File: config.mk
export PLATFORM = sky130hd
export DESIGN_NAME = xgpon_bridge
export DESIGN_NICKNAME = d
export VERILOG_FILES = /design/src/rtl/xgpon_pkg.sv /design/src/rtl/eth_ingress.sv /design/src/rtl/frame_fifo.sv /design/src/rtl/burst_tx.sv /design/src/rtl/frame_sync.sv /design/src/rtl/xgpon_bridge.sv
export SDC_FILE = /design/constraint.sdc
export NUM_CORES = 2
export LEC_CHECK = 0
export BUFFER_PORTS_ARGS = -buffer_cell sky130_fd_sc_hd__buf_2
export CORE_UTILIZATION = 45
export DETAILED_ROUTE_END_ITERATION = 16
export MAX_ROUTING_LAYER = met4
export PLACE_DENSITY = 0.58
export SETUP_SLACK_MARGIN = 0.3
export SLEW_MARGIN = 30
export SYNTH_ARGS = -nofsm -noshare
export SYNTH_HDL_FRONTEND = slang
export SYNTH_SLANG_ARGS = --single-unit
File: constraint.sdc
create_clock -name axis_clk -period 8.6 [get_ports axis_clk]
set_input_delay 1.72 -clock axis_clk [delete_from_list [all_inputs] [get_ports axis_clk]]
set_output_delay 1.72 -clock axis_clk [all_outputs]
set_load 0.05 [all_outputs]
File: src/rtl/xgpon_pkg.sv
package xgpon_pkg;

    ////////////////////
    // line and buffer sizes
    ////////////////////
    localparam int DATA_W          = 32;
    localparam int KEEP_W          = DATA_W / 8;
    localparam int FIFO_DEPTH      = 64;
    localparam int DESC_DEPTH      = 4;
    localparam int WORD_AW         = $clog2(FIFO_DEPTH);
    localparam int DESC_AW         = $clog2(DESC_DEPTH);
    localparam int MAX_FRAME_WORDS = 32;
    localparam int LEN_W           = $clog2(MAX_FRAME_WORDS + 1);  // holds 0..MAX

    ////////////////////
    // burst format
    ////////////////////
    localparam int              PREAMBLE_WORDS   = 4;
    localparam logic [DATA_W-1:0] PREAMBLE_PATTERN = 32'hAAAA_AAAA;  // 1010...
    localparam logic [DATA_W-1:0] SYNC_WORD        = 32'h0556_0556;
    localparam int              SYNC_THRESHOLD   = 5;   // max bit errors on sync
    localparam int              GUARD_WORDS      = 2;
    localparam logic [7:0]      HDR_MAGIC        = 8'hA5;

    // ethernet stream word
    typedef struct packed {
        logic [DATA_W-1:0] data;
        logic [KEEP_W-1:0] keep;
        logic              last;
    } eth_word_t;

    // pon line word, burst_en high inside a burst only
    typedef struct packed {
        logic [DATA_W-1:0] data;
        logic              burst_en;
    } pon_word_t;

    typedef struct packed {
        logic [LEN_W-1:0]  len;   // words
        logic [KEEP_W-1:0] keep;  // keep of last word
    } frame_desc_t;

    // header word sent right after sync
    typedef struct packed {
        logic [7:0]        magic;
        logic [7:0]        seq;
        logic [KEEP_W-1:0] keep;
        logic [11:0]       len;
    } pon_hdr_t;

    typedef enum logic [2:0] {
        BT_IDLE,
        BT_PREAMBLE,
        BT_SYNC,
        BT_HEADER,
        BT_PAYLOAD,
        BT_GUARD
    } burst_state_e;

    typedef enum logic [1:0] {
        FS_HUNT,
        FS_HEADER,
        FS_PAYLOAD
    } sync_state_e;

endpackage

File: src/rtl/eth_ingress.sv
`timescale 1ns/10ps

module eth_ingress import xgpon_pkg::*; (
    input  logic        axis_clk,
    input  logic        rst,

    input  eth_word_t   eth_in,
    input  logic        eth_in_valid,
    output logic        eth_in_ready,

    output eth_word_t   wr_word,
    output logic        wr_en,
    output logic        wr_commit,
    output logic        wr_abort,
    output frame_desc_t wr_desc,
    input  logic        wr_space
);

    logic [LEN_W-1:0] word_cnt;  // words of current frame already written
    logic             discard;   // swallowing rest of an oversize frame
    logic             xfer;
    logic             too_long;

    ////////////////////
    // handshake
    ////////////////////
    // while discarding nothing is stored, so never stall the source
    assign eth_in_ready = discard | wr_space;
    assign xfer         = eth_in_valid & eth_in_ready;

    // word number MAX+1 arrives, frame is dropped
    assign too_long = xfer & ~discard & (word_cnt == LEN_W'(MAX_FRAME_WORDS));

    ////////////////////
    // fifo write side
    ////////////////////
    assign wr_word   = eth_in;
    assign wr_en     = xfer & ~discard & ~too_long;
    assign wr_abort  = too_long;               // one pulse per bad frame
    assign wr_commit = wr_en & eth_in.last;

    assign wr_desc.len  = word_cnt + 1'b1;     // count includes this word
    assign wr_desc.keep = eth_in.keep;

    always_ff @(posedge axis_clk) begin
        if (rst) begin
            word_cnt <= '0;
            discard  <= 1'b0;
        end else if (xfer) begin
            if (eth_in.last) begin
                // end of frame, good or dropped
                word_cnt <= '0;
                discard  <= 1'b0;
            end else if (too_long) begin
                word_cnt <= '0;
                discard  <= 1'b1;
            end else if (!discard) begin
                word_cnt <= word_cnt + 1'b1;
            end
        end
    end

endmodule

File: src/rtl/frame_fifo.sv
`timescale 1ns/10ps

module frame_fifo import xgpon_pkg::*; (
    input  logic        axis_clk,
    input  logic        rst,

    // write side, from ingress
    input  eth_word_t   wr_word,
    input  logic        wr_en,
    input  logic        wr_commit,
    input  logic        wr_abort,
    input  frame_desc_t wr_desc,
    output logic        wr_space,

    // read side, to burst builder
    output logic        rd_desc_valid,
    output frame_desc_t rd_desc,
    input  logic        rd_desc_pop,
    input  logic        rd_en,
    output eth_word_t   rd_word
);

    eth_word_t   mem      [FIFO_DEPTH];
    frame_desc_t desc_mem [DESC_DEPTH];

    // extra msb on every pointer for full/empty
    logic [WORD_AW:0] wr_ptr;
    logic [WORD_AW:0] start_ptr;   // first word of frame being written
    logic [WORD_AW:0] rd_ptr;
    logic [DESC_AW:0] dwr_ptr;
    logic [DESC_AW:0] drd_ptr;

    logic [WORD_AW:0] words_used;  // includes uncommitted words
    logic [DESC_AW:0] descs_used;

    ////////////////////
    // occupancy
    ////////////////////
    assign words_used = wr_ptr - rd_ptr;
    assign descs_used = dwr_ptr - drd_ptr;

    // room for one more word and for its frame descriptor
    assign wr_space = (words_used < (WORD_AW + 1)'(FIFO_DEPTH)) &&
                      (descs_used < (DESC_AW + 1)'(DESC_DEPTH));

    ////////////////////
    // storage
    ////////////////////
    always_ff @(posedge axis_clk) begin
        if (wr_en) begin
            mem[wr_ptr[WORD_AW-1:0]] <= wr_word;
        end
        if (wr_commit) begin
            desc_mem[dwr_ptr[DESC_AW-1:0]] <= wr_desc;
        end
    end

    ////////////////////
    // pointers
    ////////////////////
    always_ff @(posedge axis_clk) begin
        if (rst) begin
            wr_ptr    <= '0;
            start_ptr <= '0;
            rd_ptr    <= '0;
            dwr_ptr   <= '0;
            drd_ptr   <= '0;
        end else begin
            // abort never comes with a write, rewind drops the partial frame
            if (wr_abort) begin
                wr_ptr <= start_ptr;
            end else if (wr_en) begin
                wr_ptr <= wr_ptr + 1'b1;
            end

            // commit rides on the last word, next frame starts after it
            if (wr_commit) begin
                start_ptr <= wr_ptr + 1'b1;
                dwr_ptr   <= dwr_ptr + 1'b1;
            end

            if (rd_en) begin
                rd_ptr <= rd_ptr + 1'b1;
            end
            if (rd_desc_pop) begin
                drd_ptr <= drd_ptr + 1'b1;
            end
        end
    end

    ////////////////////
    // read side
    ////////////////////
    // committed frames only, visible the cycle after commit
    assign rd_desc_valid = (dwr_ptr != drd_ptr);
    assign rd_desc       = desc_mem[drd_ptr[DESC_AW-1:0]];
    assign rd_word       = mem[rd_ptr[WORD_AW-1:0]];  // async read, same cycle

endmodule

File: src/rtl/burst_tx.sv
`timescale 1ns/10ps

module burst_tx import xgpon_pkg::*; (
    input  logic        axis_clk,
    input  logic        rst,

    input  logic        rd_desc_valid,
    input  frame_desc_t rd_desc,
    output logic        rd_desc_pop,
    output logic        rd_en,
    input  eth_word_t   rd_word,

    output pon_word_t   pon_tx
);

    burst_state_e     state;
    logic [LEN_W-1:0] cnt;    // word counter within current section
    frame_desc_t      cur;    // frame being sent
    logic [7:0]       seq;    // burst sequence number
    pon_hdr_t         hdr;

    // header word for the current frame
    assign hdr.magic = HDR_MAGIC;
    assign hdr.seq   = seq;
    assign hdr.keep  = cur.keep;
    assign hdr.len   = 12'(cur.len);

    ////////////////////
    // fifo handshake
    ////////////////////
    assign rd_desc_pop = (state == BT_IDLE) & rd_desc_valid;
    assign rd_en       = (state == BT_PAYLOAD);  // one word per payload cycle

    // line word follows the state directly
    always_comb begin
        pon_tx.data     = '0;
        pon_tx.burst_en = 1'b1;
        case (state)
            BT_PREAMBLE: pon_tx.data = PREAMBLE_PATTERN;
            BT_SYNC:     pon_tx.data = SYNC_WORD;
            BT_HEADER:   pon_tx.data = hdr;
            BT_PAYLOAD:  pon_tx.data = rd_word.data;
            default:     pon_tx.burst_en = 1'b0;  // idle and guard
        endcase
    end

    // descriptor kept for the whole burst
    always_ff @(posedge axis_clk) begin
        if (rd_desc_pop) begin
            cur <= rd_desc;
        end
    end

    ////////////////////
    // burst fsm
    ////////////////////
    always_ff @(posedge axis_clk) begin
        if (rst) begin
            state <= BT_IDLE;
            cnt   <= '0;
            seq   <= '0;
        end else begin
            case (state)
                BT_IDLE: begin
                    cnt <= '0;
                    if (rd_desc_valid) begin
                        state <= BT_PREAMBLE;
                    end
                end
                BT_PREAMBLE: begin
                    if (cnt == LEN_W'(PREAMBLE_WORDS - 1)) begin
                        cnt   <= '0;
                        state <= BT_SYNC;
                    end else begin
                        cnt <= cnt + 1'b1;
                    end
                end
                BT_SYNC: state <= BT_HEADER;
                BT_HEADER: begin
                    seq   <= seq + 1'b1;  // wraps at 8 bits
                    state <= BT_PAYLOAD;
                end
                BT_PAYLOAD: begin
                    if (cnt == cur.len - 1'b1) begin
                        cnt   <= '0;
                        state <= BT_GUARD;
                    end else begin
                        cnt <= cnt + 1'b1;
                    end
                end
                BT_GUARD: begin
                    if (cnt == LEN_W'(GUARD_WORDS - 1)) begin
                        cnt   <= '0;
                        state <= BT_IDLE;
                    end else begin
                        cnt <= cnt + 1'b1;
                    end
                end
                default: state <= BT_IDLE;
            endcase
        end
    end

endmodule

File: src/rtl/frame_sync.sv
`timescale 1ns/10ps

module frame_sync import xgpon_pkg::*; (
    input  logic      axis_clk,
    input  logic      rst,

    input  pon_word_t pon_rx,

    output eth_word_t eth_out,
    output logic      eth_out_valid
);

    localparam int ERR_W = $clog2(DATA_W + 1);

    sync_state_e       state;
    logic [LEN_W-1:0]  remain;     // payload words still to come
    logic [KEEP_W-1:0] last_keep;  // from header
    logic [DATA_W-1:0] diff;
    logic [ERR_W-1:0]  sync_errs;
    logic              sync_hit;
    logic              hdr_ok;
    pon_hdr_t          hdr;

    ////////////////////
    // sync correlator
    ////////////////////
    assign diff      = pon_rx.data ^ SYNC_WORD;
    assign sync_errs = ERR_W'($countones(diff));   // bit errors vs sync
    assign sync_hit  = pon_rx.burst_en && (sync_errs <= ERR_W'(SYNC_THRESHOLD));

    // header check, length must fit a frame
    assign hdr    = pon_hdr_t'(pon_rx.data);
    assign hdr_ok = pon_rx.burst_en &&
                    (hdr.magic == HDR_MAGIC) &&
                    (hdr.len != '0) &&
                    (hdr.len <= 12'(MAX_FRAME_WORDS));

    always_ff @(posedge axis_clk) begin
        if (rst) begin
            state         <= FS_HUNT;
            remain        <= '0;
            eth_out_valid <= 1'b0;
        end else begin
            eth_out_valid <= 1'b0;
            case (state)
                FS_HUNT: begin
                    if (sync_hit) begin
                        state <= FS_HEADER;
                    end
                end
                FS_HEADER: begin
                    if (hdr_ok) begin
                        remain <= LEN_W'(hdr.len);
                        state  <= FS_PAYLOAD;
                    end else begin
                        state <= FS_HUNT;  // false sync or corrupt header
                    end
                end
                FS_PAYLOAD: begin
                    if (!pon_rx.burst_en) begin
                        // burst cut short, back to hunting
                        state <= FS_HUNT;
                    end else begin
                        eth_out_valid <= 1'b1;
                        remain        <= remain - 1'b1;
                        if (remain == LEN_W'(1)) begin
                            state <= FS_HUNT;
                        end
                    end
                end
                default: state <= FS_HUNT;
            endcase
        end
    end

    ////////////////////
    // output word and header keep
    ////////////////////
    always_ff @(posedge axis_clk) begin
        if (state == FS_HEADER) begin
            last_keep <= hdr.keep;
        end
        // registered, one cycle after the line word
        eth_out.data <= pon_rx.data;
        eth_out.last <= (remain == LEN_W'(1));
        eth_out.keep <= (remain == LEN_W'(1)) ? last_keep : '1;  // full except last
    end

endmodule

File: src/rtl/xgpon_bridge.sv
`timescale 1ns/10ps

module xgpon_bridge import xgpon_pkg::*; (
    input  logic      axis_clk,
    input  logic      rst,

    // ethernet in, upstream burst out
    input  eth_word_t eth_in,
    input  logic      eth_in_valid,
    output logic      eth_in_ready,
    output pon_word_t pon_tx,

    // pon in, ethernet out (no stall)
    input  pon_word_t pon_rx,
    output eth_word_t eth_out,
    output logic      eth_out_valid
);

    eth_word_t   wr_word;
    logic        wr_en;
    logic        wr_commit;
    logic        wr_abort;
    frame_desc_t wr_desc;
    logic        wr_space;

    logic        rd_desc_valid;
    frame_desc_t rd_desc;
    logic        rd_desc_pop;
    logic        rd_en;
    eth_word_t   rd_word;

    ////////////////////
    // transmit path
    ////////////////////
    eth_ingress i_eth_ingress (
        .axis_clk     (axis_clk),
        .rst          (rst),
        .eth_in       (eth_in),
        .eth_in_valid (eth_in_valid),
        .eth_in_ready (eth_in_ready),
        .wr_word      (wr_word),
        .wr_en        (wr_en),
        .wr_commit    (wr_commit),
        .wr_abort     (wr_abort),
        .wr_desc      (wr_desc),
        .wr_space     (wr_space)
    );

    frame_fifo i_frame_fifo (
        .axis_clk      (axis_clk),
        .rst           (rst),
        .wr_word       (wr_word),
        .wr_en         (wr_en),
        .wr_commit     (wr_commit),
        .wr_abort      (wr_abort),
        .wr_desc       (wr_desc),
        .wr_space      (wr_space),
        .rd_desc_valid (rd_desc_valid),
        .rd_desc       (rd_desc),
        .rd_desc_pop   (rd_desc_pop),
        .rd_en         (rd_en),
        .rd_word       (rd_word)
    );

    burst_tx i_burst_tx (
        .axis_clk      (axis_clk),
        .rst           (rst),
        .rd_desc_valid (rd_desc_valid),
        .rd_desc       (rd_desc),
        .rd_desc_pop   (rd_desc_pop),
        .rd_en         (rd_en),
        .rd_word       (rd_word),
        .pon_tx        (pon_tx)
    );

    ////////////////////
    // receive path
    ////////////////////
    frame_sync i_frame_sync (
        .axis_clk      (axis_clk),
        .rst           (rst),
        .pon_rx        (pon_rx),
        .eth_out       (eth_out),
        .eth_out_valid (eth_out_valid)
    );

endmodule

# Word level (Yosys, flattened, before mapping)
# Memory sizes are Yosys's and may differ from the RTL's. A register that Yosys moved wholly into a read port is not among the register bits.
# Index checks and enable logic that the tools add are counted.
dict set report totals {
  reg_bits 101
  ram_bits 2408
  in_bits 73
  out_inout_bits 72
  word_cells 151
  n_memories 2
}
dict set report classes {
  n_addsub 42
  n_lt_le_gt_ge 4
  eq_ne 23
  muxes 33
  n_bitwise 11
  n_reduce_logical 19
}
# name depth width read_ports rd_clocked_by_memory_dff write_ports line
set memory_table {}
lappend memory_table {i_frame_fifo.mem 64 37 1 1 1 frame_fifo.sv:23} ;# eth_word_t mem [FIFO_DEPTH];
lappend memory_table {i_frame_fifo.desc_mem 4 10 1 1 1 frame_fifo.sv:24} ;# frame_desc_t desc_mem [DESC_DEPTH];
# cell count
set op_table {}
lappend op_table {{$pmux 32 s4} 1}
lappend op_table {{$add 6x6->6} 15}
lappend op_table {{$mux 6} 10}
lappend op_table {{$add 1x1->2} 16}
lappend op_table {{$pmux 6 s4} 1}
lappend op_table {{$pmux 3 s6} 1}
lappend op_table {{$add 7x1->7 const B} 2}
lappend op_table {{$mux 7} 2}
lappend op_table {{$add 6x1->6 const B} 2}
lappend op_table {{$eq 6x1->1 const B} 2}
lappend op_table {{$le 12x6->1 const B} 1}
lappend op_table {{$mux 3} 4}
lappend op_table {{$not 12->12} 1}
lappend op_table {{$pmux 6 s2} 1}
lappend op_table {{$reduce_bool 12->1} 1}
lappend op_table {{$sub 6x1->6 const B} 2}
lappend op_table {{$ne 2x1->1 const B} 5}
lappend op_table {{$add 8x1->8 const B} 1}
lappend op_table {{$eq 8x8->1 const B} 1}
lappend op_table {{$mux 1} 8}
lappend op_table {{$mux 2} 4}
lappend op_table {{$lt 7x7->1 const B} 1}
lappend op_table {{$sub 7x7->7} 1}
lappend op_table {{$add 3x1->3 const B} 2}
lappend op_table {{29 further kinds} 47}

# Logic depth before layout (Yosys ltp)
dict set report logic_depth {
  depth_word 12
  mapped_depth 17
  ltp_nobuf 17
}

# Cells and area by module
# A second synthesis with hierarchy kept.
dict set report hier_totals {
  cells_unflattened 4629
  hier_area_um2 98565.8
}
# mod n_inst cells_per_inst area_per_inst_um2
set modules_own_cells {}
lappend modules_own_cells {frame_fifo 1 4097 93543.5}
lappend modules_own_cells {frame_sync 1 228 2532.4}
lappend modules_own_cells {burst_tx 1 220 1771.7}
lappend modules_own_cells {eth_ingress 1 84 718.2}

# Worst setup path before layout
# No wires, ideal clock.
dict set report synth_timing {
  path_type {input to register}
  from {input pon_rx[29] in the netlist's numbering}
  to {register i_frame_sync.state[0]}
  setup_ns 0.060
  arrival_time_ns 5.666
  slack_ns 2.873
  cell_stages 12
  path_buffers 0
  cell_sequence {inv_1 > ha_1 > fa_1 > fa_1 > fa_1 > fa_1 > fa_1 > inv_1 > ha_1 > fa_1 > a2111oi_0 > and3_1}
}
dict set report synth_between {
  elab_chain_cells 9
}
# item line
set synth_rtl {}
lappend synth_rtl {{start, declared} xgpon_bridge.sv:14} ;# input pon_word_t pon_rx,
lappend synth_rtl {{$add 1x1->2 (implied by the code)} frame_sync.sv:28} ;# assign sync_errs = ERR_W'($countones(diff));
lappend synth_rtl {{$add 6x6->6 (implied by the code) (4 in series)} frame_sync.sv:28}
lappend synth_rtl {{$le 6x3->1} frame_sync.sv:29} ;# assign sync_hit = pon_rx.burst_en && (sync_errs <= ERR_W'(SYNC_THRESHOLD));
lappend synth_rtl {{$logic_and 1x1->1} frame_sync.sv:29}
lappend synth_rtl {{$ne 2x1->1 (no source line)} -}
lappend synth_rtl {{$reduce_and 2->1 (no source line)} -}
lappend synth_rtl {{end signal, assigned} frame_sync.sv:40} ;# state <= FS_HUNT;
lappend synth_rtl {{end signal, assigned} frame_sync.sv:48} ;# state <= FS_HEADER;
lappend synth_rtl {{end signal, assigned} frame_sync.sv:54} ;# state <= FS_PAYLOAD;
lappend synth_rtl {{end, declared} frame_sync.sv:15} ;# sync_state_e state;
# Every way passes these cells.
# A chain may end at the register's enable or synchronous reset.

==> metrics.md <==
| Metric | Value |
|---|---|
| Area occupied by multi-input gates | about 20000 um^2 |
| Pwr Density | 242 nW/um^2 |
| Yosys reg bits | approximately 2200 |
| Area delta synth->final | 13.9% |
| IO buf count | approximately 140 |
| Die width | between 400 and 500 um |
| TritonCTS Buffers | between 200 and 250 |
| Initial DRT Pass Iterations | 6 |
| Prevailing post-synth register cell | edfxtp_1 |
| Post-cts gate resize count | 0 |
| EDFF count, synth | roughly 2100 |
| Largest net degree at the start of global routing | 90 |
| CP Data Required Time | just under 7 ns |
| WL final | 241 mm |
| Grt ovf | 0 |
| Most used cell, CP | mux4_2 |
| Gp weighted congestion | just over 0.8 |
| Register area share after synthesis | 0.758 |
| Layout Skew | around 0.024 ns |
| Fmax | 153 MHz |
| Vias | approximately 43000 |
| Clk root buf | clkbuf_16 |
| Synth warnings | 0 |
| Site row count | 160 |
| Maximum vdd drop | between 0.2 and 0.25 mV |
| Vias in the first global route | 42100 |
| Share of flip-flops with an asynchronous set or reset | 0 |
| Hold_buf cts | 0 |
| IO Count | 145 |
| Least-Margin Pin Slew | between 1 and 1.5 ns |
| Initial drt markers | ~5600 |
| # Post-CTS Setup Buffers | 0 |
| Synth Cell Area | around 86000 um^2 |
| Max-cap viol count | 0 |
| Worst-path cell chain | buf_4 -> mux4_2 -> mux4_2 -> a22oi_1 -> nand3_1 -> buf_2 |
| Status | completed |
| Max-slew violation total from the final report | 0 |
| Latest clock arrival within the worst-skew pair | ~0.86 ns |
| Longest Clk Path Bufs | 3 |
| Share of cells above drive strength 1 | 0.289 |
| Crit path time final | 6.54 ns |
| CTS tree | done |
| Clock net sink count | approximately 2200 |
| Post-synth top area share | 0.734 |
| GRT Util Overall | 0.260 |
| Largest stage delay, worst path | roughly 0.95 ns |
| Post-Syn Area per Cell | around 22 um^2 |
| Die height | 439 um |
| Layout Nets | approximately 4400 |
| Synth area leader | edfxtp_1 |
| H-tree levels | 4 |
| Min Hold Slack | around 0.44 ns |
| Starting Density | 0.453 |
| Core Box Area | ~190000 um^2 |
| Slowest cell on crit path | dfxtp_4 |
| Setup TNS | 0 ns |
| Fillers | 14800 |
| DRC violations left | 0 |
| Hold Vio Cnt, Final | 0 |
| WP data arrival | a little under 5 ns |
| Final setup viols | 0 |
| Final non-filler cell total | between 6000 and 7000 |
| Worst slew margin | 0.299 |
| Final worst-path cycle share | 0.760 |
| Critical path peak fanout | 32 |
| Die area | roughly 190000 um^2 |
| Post-DP HPWL | ~140 mm |
| Static Leak | 30.5 nW |
| Clock Pin Slew Worst Setup and Hold Paths | ~0.060 ns |
| Top cells by area, synth | edfxtp_1 (73%), mux4_2 (16%), dfxtp_1 (2.4%), ha_1 (0.83%), mux2i_1 (0.71%) |
| Synthesized instance count | slightly below 4000 |
| Worst hold-check path type | reg -> reg |
| Register area | roughly 65000 um^2 |
| Post-route ant nets | 0 |
| Mapped Nets | 4126 |
| Crit Path Class | reg -> out |
| Drt via density | roughly 6 |
| First-pass GRT wire length | 335 mm |
| CP Launch Type | flip-flop |
| CP endpoint kind | output pin |
| RSZ-0062 raised after global routing | no |
| Placed cell count | 6559 |
| WL per Instance | approximately 35 um |
| Initial antenna violation count | 15 |
| Netlist cell types | 61 |
synth_stat cells, types with 26 or more instances:
cell type and instances:
nor2_1 121, a21oi_1 49, nand2_1 154, nor2b_1 26, edfxtp_1 2102, buf_1 26
mux4_2 604, ha_1 57, a211oi_1 31, nor3_1 29, o21ai_0 36, mux2i_1 61
dfxtp_1 103, nand3_1 45, fa_1 26, clkbuf_1 74, buf_4 28, inv_1 80
buf_2 64
layout by cell type, fill, tap and decap left out, drive strengths merged, types with 12 or more instances in the layout:
cell type  count
edfxtp      2102
mux4         604
buf          289
clkbuf       288
nand2        154
nor2         121
dfxtp        103
inv           93
clkinv        90
mux2i         61
ha            57
a21oi         49
o21ai         46
nand3         45
a211oi        31
nor3          29
nor2b         26
fa            26
a31oi         25
xnor2         23
bufinv        18
and3          16
nand4         16
xor2          13
a22oi         12
metrics by stage:
stage | worst slack, ns | cell area, um^2 | power [W] | utilization
floorplan | 2.87 | 86000 | 0.0136 | -
global placement | 2.59 | 90400 | 0.0144 | 0.476
detailed placement | 2.44 | 90700 | 0.0145 | 0.477
CTS | 2.08 | 97800 | 0.0239 | 0.515
global route | 1.94 | 98000 | 0.0244 | 0.516
finish | 2.06 | 98000 | 0.0237 | 0.516
layer usage:
metal / global-route usage / part of all wire / vias to the layer above
met3: 0.0521 / 0.094 / 380
met5: - / 0 / -
met2: 0.384 / 0.46 / 2180
met4: 0.0743 / 0.029 / 0
met1: 0.368 / 0.41 / 23400
li1: - / - / 17100
worst paths after layout:
check,from,end,slack (ns),cells past startpoint
max,flip-flop,pon_tx[24],2.06,6
max reg2reg,i_frame_fifo.drd_ptr[1],i_frame_fifo.mem[56][16],3.23,9
min,i_frame_sync.last_keep[1],i_frame_sync.eth_out[2],0.44,1
min reg2reg,i_frame_sync.last_keep[1],i_frame_sync.eth_out[2],0.44,1
where the power goes:
part	total [W]	internal, W	switching [W]
registers	0.0121	0.0119	0.000117
clock network	0.00951	0.00541	0.00410
logic	0.00215	0.000745	0.00140
final cells by class:
| cell class | count | share of cell area |
|---|---|---|
| antenna | 6 | 0.000153 |
| clock inverter | 124 | 0.0119 |
| clock buffer | 288 | 0.0607 |
| multi-input combinational | 1474 | 0.203 |
| tap | 2511 | 0.0321 |
| timing repair buffer | 289 | 0.0234 |
| inverter | 84 | 0.00328 |
| sequential | 2205 | 0.666 |
flip-flops by register name, summed over array words and instances, names as in the netlist, named ones only:
signal	count
i_frame_fifo.drd_ptr	3
i_burst_tx.state	3
i_burst_tx.cnt	6
i_eth_ingress.discard	1
i_frame_fifo.rd_ptr	7
i_burst_tx.seq	8
i_frame_fifo.start_ptr	7
i_frame_sync.state	2
i_burst_tx.cur	10
i_frame_sync.eth_out	37
i_frame_sync.last_keep	4
i_frame_fifo.desc_mem	40
i_eth_ingress.word_cnt	6
i_frame_sync.remain	6
i_frame_fifo.wr_ptr	7
i_frame_fifo.dwr_ptr	3
i_frame_sync.eth_out_valid	1
i_frame_fifo.mem	2048
worst max-delay path, delay by kind of cell (launching register included):
kind,cells,cell delay [ns]
mux,2,1.06
flops,1,0.95
buf+inv,2,0.82
compound gates,1,0.63
simple gates,1,0.45
cells by family (layout without fill, tap and decap cells):
family / after synthesis / after routing / share of synthesized area
simple gates: 460 / 460 / 0.0247
xor+xnor: 37 / 37 / 0.00393
buf+inv: 291 / 785 / 0.0162
mux: 672 / 672 / 0.166
fa+ha+maj: 83 / 83 / 0.0143
flops: 2205 / 2205 / 0.758
compound gates: 222 / 222 / 0.0167
other cells: 0 / 6 / 0
No activity file was read; power rests on OpenSTA's default activity.
